## config.mk

```make
export PLATFORM = sky130hd
export DESIGN_NAME = tempmon_top
export DESIGN_NICKNAME = d
export VERILOG_FILES = /design/src/apb_pkg.sv /design/src/tempmon_pkg.sv /design/src/tempmon_top.sv /design/src/apb_regs.sv /design/src/alarm_monitor.sv /design/src/drp_poller.sv
export SDC_FILE = /design/constraint.sdc
export NUM_CORES = 1
export LEC_CHECK = 0
export BUFFER_PORTS_ARGS = -buffer_cell sky130_fd_sc_hd__buf_4
export CORE_MARGIN = 2
export CORE_UTILIZATION = 40
export DETAILED_ROUTE_END_ITERATION = 6
export GPL_TIMING_DRIVEN = 0
export SYNTH_ARGS = -nofsm -noshare
export SYNTH_HDL_FRONTEND = slang
export SYNTH_HIERARCHICAL = 1
export SYNTH_SLANG_ARGS = --single-unit
```

## constraint.sdc

```tcl
create_clock -name clk -period 4.5 [get_ports clk]
set_input_delay 0.675 -clock clk [delete_from_list [all_inputs] [get_ports clk]]
set_output_delay 0.675 -clock clk [all_outputs]
set_load 0.05 [all_outputs]
```

## src/apb_pkg.sv

```systemverilog
package apb_pkg;

  typedef struct packed {
    logic        psel;
    logic        penable; // High in the access phase
    logic        pwrite;
    logic [7:0]  paddr;   // Byte offset
    logic [31:0] pwdata;
  } apb_req_t;

  typedef struct packed {
    logic [31:0] prdata;
    logic        pready;  // Tied high, no wait states
    logic        pslverr;
  } apb_rsp_t;

  // Register offsets
  typedef enum logic [7:0] {
    CTRL         = 8'h00, // [0] enable, [1] irq_en
    PERIOD       = 8'h04, // Update period in cycles
    OT_HI        = 8'h08, // Over-temp set threshold
    OT_LO        = 8'h0C, // Over-temp release threshold
    TEMP         = 8'h10, // Read only
    VCCINT       = 8'h14, // Read only
    VCCAUX       = 8'h18, // Read only
    STATUS       = 8'h1C, // [0] ot, [1] event W1C, [2] DRP timeout W1C
    SAMPLE_COUNT = 8'h20  // Completed sweeps, read only
  } reg_addr_e;

  localparam logic [15:0] OT_HI_RESET = 16'hB000;
  localparam logic [15:0] OT_LO_RESET = 16'hA800;

endpackage

```

## src/tempmon_pkg.sv

```systemverilog
package tempmon_pkg;

  // DRP request toward the sensor port
  typedef struct packed {
    logic       den;   // One-cycle enable per access
    logic       dwe;   // Write enable, held low here
    logic [6:0] daddr; // Status register address
  } drp_req_t;

  // DRP response from the sensor port
  typedef struct packed {
    logic        drdy; // One-cycle strobe, dout valid with it
    logic [15:0] dout;
  } drp_rsp_t;

  typedef enum logic [1:0] {
    CH_TEMP   = 2'd0,
    CH_VCCINT = 2'd1,
    CH_VCCAUX = 2'd2
  } sensor_ch_e;

  // One captured conversion result
  typedef struct packed {
    logic        valid; // Single-cycle strobe
    sensor_ch_e  ch;
    logic [15:0] value;
  } sample_t;

  typedef enum logic [1:0] {
    IDLE,  // Waiting for an update tick
    ISSUE, // den driven this cycle
    WAIT,  // Read outstanding
    NEXT   // Sample strobe out, pick next channel
  } poll_state_e;

  // Sensor status register map
  localparam logic [6:0] ADDR_TEMP   = 7'h00;
  localparam logic [6:0] ADDR_VCCINT = 7'h01;
  localparam logic [6:0] ADDR_VCCAUX = 7'h02;

  localparam logic [31:0] PERIOD_RESET = 32'd1000; // Cycles between sweeps after reset

  // Status register address of a channel
  function automatic logic [6:0] ch_addr(sensor_ch_e ch);
    case (ch)
      CH_VCCINT: return ADDR_VCCINT;
      CH_VCCAUX: return ADDR_VCCAUX;
      default:   return ADDR_TEMP;
    endcase
  endfunction

endpackage
```

## src/tempmon_top.sv

```systemverilog
`timescale 1ns/1ps

module tempmon_top import tempmon_pkg::*, apb_pkg::*; (
  input  logic     clk,
  input  logic     rst,
  input  apb_req_t apb_req,
  output apb_rsp_t apb_rsp,
  output drp_req_t drp_req,
  input  drp_rsp_t drp_rsp,
  output logic     read,
  output logic     ot,
  output logic     irq
);

  logic        enable;
  logic        irq_en;
  logic        event_clear;
  logic [31:0] period;
  logic [15:0] ot_hi;
  logic [15:0] ot_lo;
  sample_t     sample;      // Poller result to monitor and registers
  logic        sweep_done;
  logic        drp_timeout;
  logic        ot_event;

  drp_poller u_poller (
    .clk         (clk),
    .rst         (rst),
    .enable      (enable),
    .period      (period),
    .drp_req     (drp_req),
    .drp_rsp     (drp_rsp),
    .sample      (sample),
    .sweep_done  (sweep_done),
    .read        (read),
    .drp_timeout (drp_timeout)
  );

  alarm_monitor u_alarm (
    .clk         (clk),
    .rst         (rst),
    .sample      (sample),
    .ot_hi       (ot_hi),
    .ot_lo       (ot_lo),
    .irq_en      (irq_en),
    .event_clear (event_clear),
    .ot_active   (ot),          // Over-temp level goes straight out
    .ot_event    (ot_event),
    .irq         (irq)
  );

  apb_regs u_regs (
    .clk         (clk),
    .rst         (rst),
    .apb_req     (apb_req),
    .apb_rsp     (apb_rsp),
    .sample      (sample),
    .sweep_done  (sweep_done),
    .drp_timeout (drp_timeout),
    .ot_active   (ot),
    .ot_event    (ot_event),
    .enable      (enable),
    .irq_en      (irq_en),
    .event_clear (event_clear),
    .period      (period),
    .ot_hi       (ot_hi),
    .ot_lo       (ot_lo)
  );

endmodule

```

## src/apb_regs.sv

```systemverilog
`timescale 1ns/1ps

module apb_regs import tempmon_pkg::*, apb_pkg::*; (
  input  logic        clk,
  input  logic        rst,
  input  apb_req_t    apb_req,
  output apb_rsp_t    apb_rsp,
  input  sample_t     sample,
  input  logic        sweep_done,
  input  logic        drp_timeout,
  input  logic        ot_active,
  input  logic        ot_event,
  output logic        enable,
  output logic        irq_en,
  output logic        event_clear,
  output logic [31:0] period,
  output logic [15:0] ot_hi,
  output logic [15:0] ot_lo
);

  reg_addr_e   addr;
  logic        access;        // APB access phase
  logic        wr_en;
  logic        rd_en;
  logic        addr_ok;       // Offset is in the register map
  logic        status_wr;
  logic        timeout_clear;
  logic [31:0] rd_data;
  logic [15:0] samples [3];   // Latest result per channel
  logic [31:0] sweep_cnt;
  logic        timeout_flag;  // Sticky DRP timeout

  assign addr   = reg_addr_e'(apb_req.paddr);
  assign access = apb_req.psel && apb_req.penable;
  assign wr_en  = access && apb_req.pwrite;
  assign rd_en  = access && !apb_req.pwrite;

  // W1C strobes out of a STATUS write
  assign status_wr     = wr_en && (addr == STATUS);
  assign event_clear   = status_wr && apb_req.pwdata[1];
  assign timeout_clear = status_wr && apb_req.pwdata[2];

  // Read mux and address check
  always_comb begin
    addr_ok = 1'b1;
    rd_data = '0;
    case (addr)
      CTRL:         rd_data = {30'd0, irq_en, enable};
      PERIOD:       rd_data = period;
      OT_HI:        rd_data = {16'd0, ot_hi};
      OT_LO:        rd_data = {16'd0, ot_lo};
      TEMP:         rd_data = {16'd0, samples[CH_TEMP]};
      VCCINT:       rd_data = {16'd0, samples[CH_VCCINT]};
      VCCAUX:       rd_data = {16'd0, samples[CH_VCCAUX]};
      STATUS:       rd_data = {29'd0, timeout_flag, ot_event, ot_active};
      SAMPLE_COUNT: rd_data = sweep_cnt;
      default:      addr_ok = 1'b0;
    endcase
  end

  // Control and thresholds, written at the access-phase edge
  always_ff @(posedge clk) begin
    if (rst) begin
      enable <= 1'b0;
      irq_en <= 1'b0;
      period <= PERIOD_RESET;
      ot_hi  <= OT_HI_RESET;
      ot_lo  <= OT_LO_RESET;
    end else if (wr_en) begin
      case (addr)
        CTRL: begin
          enable <= apb_req.pwdata[0];
          irq_en <= apb_req.pwdata[1];
        end
        PERIOD:  period <= (apb_req.pwdata == 32'd0) ? 32'd1 : apb_req.pwdata; // Floor of 1
        OT_HI:   ot_hi  <= apb_req.pwdata[15:0];
        OT_LO:   ot_lo  <= apb_req.pwdata[15:0];
        default: ; // Read-only and unmapped offsets drop the write
      endcase
    end
  end

  always_ff @(posedge clk) begin
    if (sample.valid && (sample.ch <= CH_VCCAUX)) begin
      samples[sample.ch] <= sample.value;
    end
  end

  always_ff @(posedge clk) begin
    if (rst) begin
      sweep_cnt    <= '0;
      timeout_flag <= 1'b0;
    end else begin
      if (sweep_done) begin
        sweep_cnt <= sweep_cnt + 32'd1; // Full three-channel sweeps only
      end
      if (drp_timeout) begin
        timeout_flag <= 1'b1;
      end else if (timeout_clear) begin
        timeout_flag <= 1'b0;
      end
    end
  end

  assign apb_rsp = '{
    prdata:  rd_en ? rd_data : 32'd0,
    pready:  1'b1,
    pslverr: access && !addr_ok
  };

  a_penable_needs_psel: assert property (@(posedge clk) disable iff (rst)
    apb_req.penable |-> apb_req.psel);

  // With pready tied high every setup phase is followed by its access phase
  a_setup_then_access: assert property (@(posedge clk) disable iff (rst)
    (apb_req.psel && !apb_req.penable) |=> (apb_req.psel && apb_req.penable));

endmodule

```

## src/alarm_monitor.sv

```systemverilog
`timescale 1ns/1ps

module alarm_monitor import tempmon_pkg::*; (
  input  logic        clk,
  input  logic        rst,
  input  sample_t     sample,
  input  logic [15:0] ot_hi,
  input  logic [15:0] ot_lo,
  input  logic        irq_en,
  input  logic        event_clear,
  output logic        ot_active,
  output logic        ot_event,
  output logic        irq
);

  logic temp_valid; // Temperature result this cycle
  logic ot_next;
  logic ot_rise;

  assign temp_valid = sample.valid && (sample.ch == CH_TEMP); // Supply channels ignored

  // Hysteresis band between ot_lo and ot_hi
  always_comb begin
    ot_next = ot_active; // Hold inside the band
    if (temp_valid) begin
      if (sample.value >= ot_hi) begin
        ot_next = 1'b1;
      end else if (sample.value < ot_lo) begin
        ot_next = 1'b0;
      end
    end
  end

  assign ot_rise = ot_next && !ot_active;

  always_ff @(posedge clk) begin
    if (rst) begin
      ot_active <= 1'b0;
      ot_event  <= 1'b0;
      irq       <= 1'b0;
    end else begin
      ot_active <= ot_next;
      if (ot_rise) begin
        ot_event <= 1'b1; // New alarm wins over a clear in the same cycle
      end else if (event_clear) begin
        ot_event <= 1'b0;
      end
      irq <= ot_event && irq_en; // Level interrupt one cycle behind the flag
    end
  end

  a_event_on_rise: assert property (@(posedge clk) disable iff (rst)
    $rose(ot_event) |-> $rose(ot_active));

endmodule

```

## src/drp_poller.sv

```systemverilog
`timescale 1ns/1ps

module drp_poller import tempmon_pkg::*; #(
  parameter int unsigned DRP_TIMEOUT = 64 // Cycles allowed from den to drdy
) (
  input  logic        clk,
  input  logic        rst,
  input  logic        enable,
  input  logic [31:0] period,
  output drp_req_t    drp_req,
  input  drp_rsp_t    drp_rsp,
  output sample_t     sample,
  output logic        sweep_done,
  output logic        read,
  output logic        drp_timeout
);

  poll_state_e state;
  sensor_ch_e  ch;          // Channel being read
  logic [31:0] tick_cnt;    // Update period counter
  logic        tick;
  logic [31:0] wait_cnt;    // Cycles spent in WAIT
  logic        wait_last;
  logic        smp_valid;
  sensor_ch_e  smp_ch;
  logic [15:0] smp_value;
  logic        pending;     // A read has been issued and not answered

  assign tick      = enable && (tick_cnt >= period - 32'd1); // >= copes with period shrinking
  assign wait_last = (wait_cnt == DRP_TIMEOUT - 32'd1);

  // Update tick, restarts from 0 whenever enable is low
  always_ff @(posedge clk) begin
    if (rst) begin
      tick_cnt <= '0;
    end else if (!enable || tick) begin
      tick_cnt <= '0;
    end else begin
      tick_cnt <= tick_cnt + 32'd1;
    end
  end

  always_ff @(posedge clk) begin
    if (rst) begin
      state       <= IDLE;
      ch          <= CH_TEMP;
      wait_cnt    <= '0;
      smp_valid   <= 1'b0;
      sweep_done  <= 1'b0;
      drp_timeout <= 1'b0;
    end else begin
      smp_valid   <= 1'b0; // Strobes default low
      sweep_done  <= 1'b0;
      drp_timeout <= 1'b0;
      case (state)
        IDLE: begin
          if (tick) begin // Ticks while busy are simply not seen
            ch    <= CH_TEMP;
            state <= ISSUE;
          end
        end
        ISSUE: begin
          wait_cnt <= '0;
          state    <= WAIT;
        end
        WAIT: begin
          if (drp_rsp.drdy) begin
            smp_valid  <= 1'b1;
            sweep_done <= (ch == CH_VCCAUX); // Aligned with the last sample strobe
            state      <= NEXT;
          end else if (wait_last) begin
            drp_timeout <= 1'b1; // Abandon the rest of the sweep
            state       <= IDLE;
          end else begin
            wait_cnt <= wait_cnt + 32'd1;
          end
        end
        NEXT: begin
          case (ch)
            CH_TEMP:   ch <= CH_VCCINT;
            CH_VCCINT: ch <= CH_VCCAUX;
            default:   ch <= CH_TEMP;
          endcase
          state <= (ch == CH_VCCAUX) ? IDLE : ISSUE;
        end
        default: state <= IDLE;
      endcase
    end
  end

  // Capture dout on drdy
  always_ff @(posedge clk) begin
    if (state == WAIT && drp_rsp.drdy) begin
      smp_ch    <= ch;
      smp_value <= drp_rsp.dout;
    end
  end

  // Tracks the bus from the outside, independent of the FSM
  always_ff @(posedge clk) begin
    if (rst) begin
      pending <= 1'b0;
    end else if (drp_req.den) begin
      pending <= 1'b1;
    end else if (drp_rsp.drdy || drp_timeout) begin
      pending <= 1'b0;
    end
  end

  assign drp_req = '{den: (state == ISSUE), dwe: 1'b0, daddr: ch_addr(ch)}; // Reads only
  assign read    = drp_req.den;
  assign sample  = '{valid: smp_valid, ch: smp_ch, value: smp_value};

  a_den_one_cycle: assert property (@(posedge clk) disable iff (rst)
    drp_req.den |=> !drp_req.den);

  a_den_not_pending: assert property (@(posedge clk) disable iff (rst)
    $rose(drp_req.den) |-> !pending);

endmodule

```

==> reports/results.ini <==
[sta]
maxSlewHeadroom_pct=32.8
hold_viol=0
finalWorstSetupSlack_ns=0.431
timing.hold.ws_ns=0.290
worst_pin_slew_ns=1.00
period_needed_ns=4.07
finalSetupViolCount=0
slew_viol_final=0
period_share_pct=90.4
fmax_mhz=246
grt_setup_unrepaired=no
finClkSkew_ns=0.0183
fin_setup_tns_ns=0

[critical_path]
critical_path_class=reg -> reg
reg2reg_to=u_poller/tick_cnt[29]
path_cells=or3_4 > or4_4 > nor4_4 > nand3_1 > xor2_1 > ha_1 > nand4_1 > or4_1 > a21oi_2 > buf_2 > nor3_1
reg2reg_depth=11
worstPathArrival_ns=4.48
start_kind=flip-flop
crit_fanout=10
critical_path_required_ns=4.91
end_kind=flip-flop
rrSetupSlack_ns=0.43
r2r_start=u_regs/period[15]
slowest_delay_ns=0.67
slowest_stage=or4_1

[cts]
cts_root_buf=clkbuf_16
postCtsSetupBuffers=0
cts_tree=yes
cts.sinks=239
clk_latency_ns=0.56
cts_resized=0
cts_hold_buf=0
clk_pin_slew_ns=0.06
cts_max_level=1
cts_buffers=28
cts_buffer_depth=3

[global_route]
grt_pass1_wl_mm=62.8
gr-usage-all-layers_pct=23.6
grt_max_degree=19
grt_pass1_vias=10978
grt-ovfl-total=0
grt_antenna_before_repair=1

[power_and_ir_drop]
leakage_nw=5.59
netSwitchingPower_mw=1.05
p_clk_share_pct=49.5
p_int_mw=3.71
p_comb_share_pct=4.3
power.sequential.fraction_pct=46.2
power_switching_share_pct=22.1
vdd_ir_drop_max_mv=0.269
power_density_nw_per_um2=307

[layout]
multi_input_area_um2=7160
area_delta_synth_final_pct=17.4
area.sequential_um2=5450
final_nets=1733
fill_cells=3162
drive_above_1_share_pct=14.6

[worst_hold_path]
min_path_cells=1
hp-class=in -> reg
hold_end=u_poller/smp_value[2]
min_from=drp_rsp[2]

[yosys]
yosys_warnings=6
yosysUniqueCellTypes=82
synth_edf_count=66
synth_area_leaders=dfxtp_1 26%, edfxtp_1 15%, ha_1 6.3%, nand2_1 5.8%, a21oi_1 3.6%
syn_inst=1469
synth_area_um2=13200
synth_top_cell_by_area=dfxtp_1
async_flop_share_pct=0
synth_seq_cells=239
seq_area_frac_synth_pct=41.2
syn_avg_cell_area_um2=9.00
synth_ff_type=dfxtp_1
synth_top_area_share_pct=26.2

[die]
std_cell_rows=66
core_area_um2=32500
die_area_um2=34500
die_y_um=186
ioPinCount=108
die_w_um=186
initial_core_util_pct=40.6

[place]
place.gp.congestion=0.919
dpl.hpwl_mm=30.8
dp_slack_ns=0.396
numPortBuffers=99

[drt]
vias=11650
drcViolationCount=0
drtAntennaViolNets=0
via_per_inst=5.63
drtIter0Drc=1078
drt_wl_total_mm=40.8
first_pass_iters=7
wl_per_cell_um=19.7

[flow_run]
drv_cap=0

[run_status]
outcome=finished, final reports clean

cells in the final DEF, fill, tap and decap left out, types with 9 or more instances in the layout:
cell type	instances
nand2_1	206
dfxtp_1	173
buf_4	113
nor2_1	100
a21oi_1	94
nor3_1	68
ha_1	67
edfxtp_1	66
nand3_1	64
inv_1	51
xor2_1	48
clkbuf_1	45
xnor2_1	42
nand4_1	41
a22oi_1	34
mux2i_1	30
clkbuf_16	28
nor4_1	23
o21ai_0	22
and3_1	20
buf_2	18
or3_1	16
a22o_1	15
or4_1	14
o31ai_1	14
nor2b_1	13
nand3b_1	13
nand2b_1	10
and4_1	10
buf_6	9
synth_stat cells, types with 6 or more instances:
| master | instances |
|---|---|
| a31oi_1 | 7 |
| nand2b_1 | 10 |
| a22o_1 | 15 |
| mux2i_1 | 30 |
| buf_2 | 18 |
| buf_4 | 14 |
| or4_1 | 14 |
| nand4_1 | 41 |
| a22oi_1 | 34 |
| and3_1 | 20 |
| nor3_2 | 7 |
| a21oi_1 | 94 |
| or3_1 | 16 |
| edfxtp_1 | 66 |
| xnor2_1 | 42 |
| nand2_1 | 206 |
| xor2_1 | 48 |
| nand3_1 | 64 |
| o21ai_0 | 22 |
| inv_1 | 51 |
| nor2b_1 | 13 |
| buf_6 | 8 |
| nor3_1 | 68 |
| ha_1 | 67 |
| nand3b_1 | 13 |
| clkbuf_1 | 39 |
| o211ai_1 | 6 |
| nor2_1 | 100 |
| o31ai_1 | 14 |
| nor4_1 | 23 |
| and4_1 | 10 |
| dfxtp_1 | 173 |
layout make-up:
class | instances | share of cell area (%)
clock inverters | 10 | 0.879
repair buffers | 100 | 4.86
clock buffers | 42 | 5.33
flip-flops and latches | 239 | 35.1
well taps | 442 | 3.56
diodes | 1 | 0.0161
multi-input cells | 1100 | 46.1
inverters | 52 | 1.26
plain buffers | 83 | 2.88
power by group through the flow:
| stage | clock [mW] | combinational, mW | sequential (mW) |
|---|---|---|---|
| after detailed placement | 0 | 0.198 | 2.25 |
| after global routing | 2.48 | 0.215 | 2.20 |
| after global placement | 0 | 0.199 | 2.25 |
| after CTS | 2.40 | 0.199 | 2.20 |
| after floorplan | 0 | 0.0973 | 2.25 |
| final | 2.36 | 0.203 | 2.20 |
how the worst max path moves through the flow:
stage / endpoint / from / slack (ns) / depth (start not counted)
floorplan: apb_rsp[14] / apb_req[36] / 1.02 / 7
global placement: u_poller/tick_cnt[26] / u_regs/period[15] / 0.47 / 11
detailed placement: u_poller/tick_cnt[29] / u_regs/period[15] / 0.40 / 11
CTS: u_poller/tick_cnt[29] / u_regs/period[15] / 0.40 / 11
global route: u_poller/tick_cnt[27] / u_regs/period[15] / 0.16 / 12
finish: u_poller/tick_cnt[29] / u_regs/period[15] / 0.43 / 11
through the flow:
stage	utilization [%]	std cells	power [mW]	instance area, µm²
after global routing	47.7	2069	4.90	15500
after detailed placement	44.7	2016	2.45	14600
after CTS	47.7	2068	4.80	15500
after floorplan	-	1474	2.34	13200
final	47.7	2069	4.76	15500
after global placement	44.7	2015	2.45	14500
worst max-delay path, delay by kind of cell (launching register included):
family | cells | cell delay, ns
XOR/XNOR | 1 | 0.18
buffers and inverters | 1 | 0.31
adder cells (fa/ha/maj) | 1 | 0.32
AND/OR/NAND/NOR | 7 | 2.41
flip-flops | 1 | 0.39
AO/OA/AOI/OAI | 1 | 0.33
cells by family after synthesis:
group,Yosys count,synth area share (%)
AO/OA/AOI/OAI,249,12.7
flip-flops,239,41.2
AND/OR/NAND/NOR,651,26.0
buffers and inverters,135,4.86
adder cells (fa/ha/maj),67,6.34
multiplexers,36,2.81
other,2,0.0568
XOR/XNOR,90,5.96
layer usage:
layer | part of all wire, % | GRT usage (%) | routed length, µm | vias to the layer above
met5 | 0 | 0 | 0 | -
met4 | 2.1 | 5.76 | 860 | 0
met3 | 7.9 | 3.99 | 3200 | 62
met2 | 44 | 36.0 | 17800 | 428
met1 | 46 | 34.5 | 19000 | 5546
li1 | - | - | - | 5614
sequential cells by signal (all words and copies together) (netlist names), 16 cells and up:
signal and count:
u_poller/tick_cnt 32, u_regs/ot_lo 16, u_regs/ot_hi 16, u_regs/period 32, u_poller/wait_cnt 32, u_regs/samples 48, u_poller/smp_value 16, u_regs/sweep_cnt 32
Note: power is estimated with default switching activity, not from simulation.
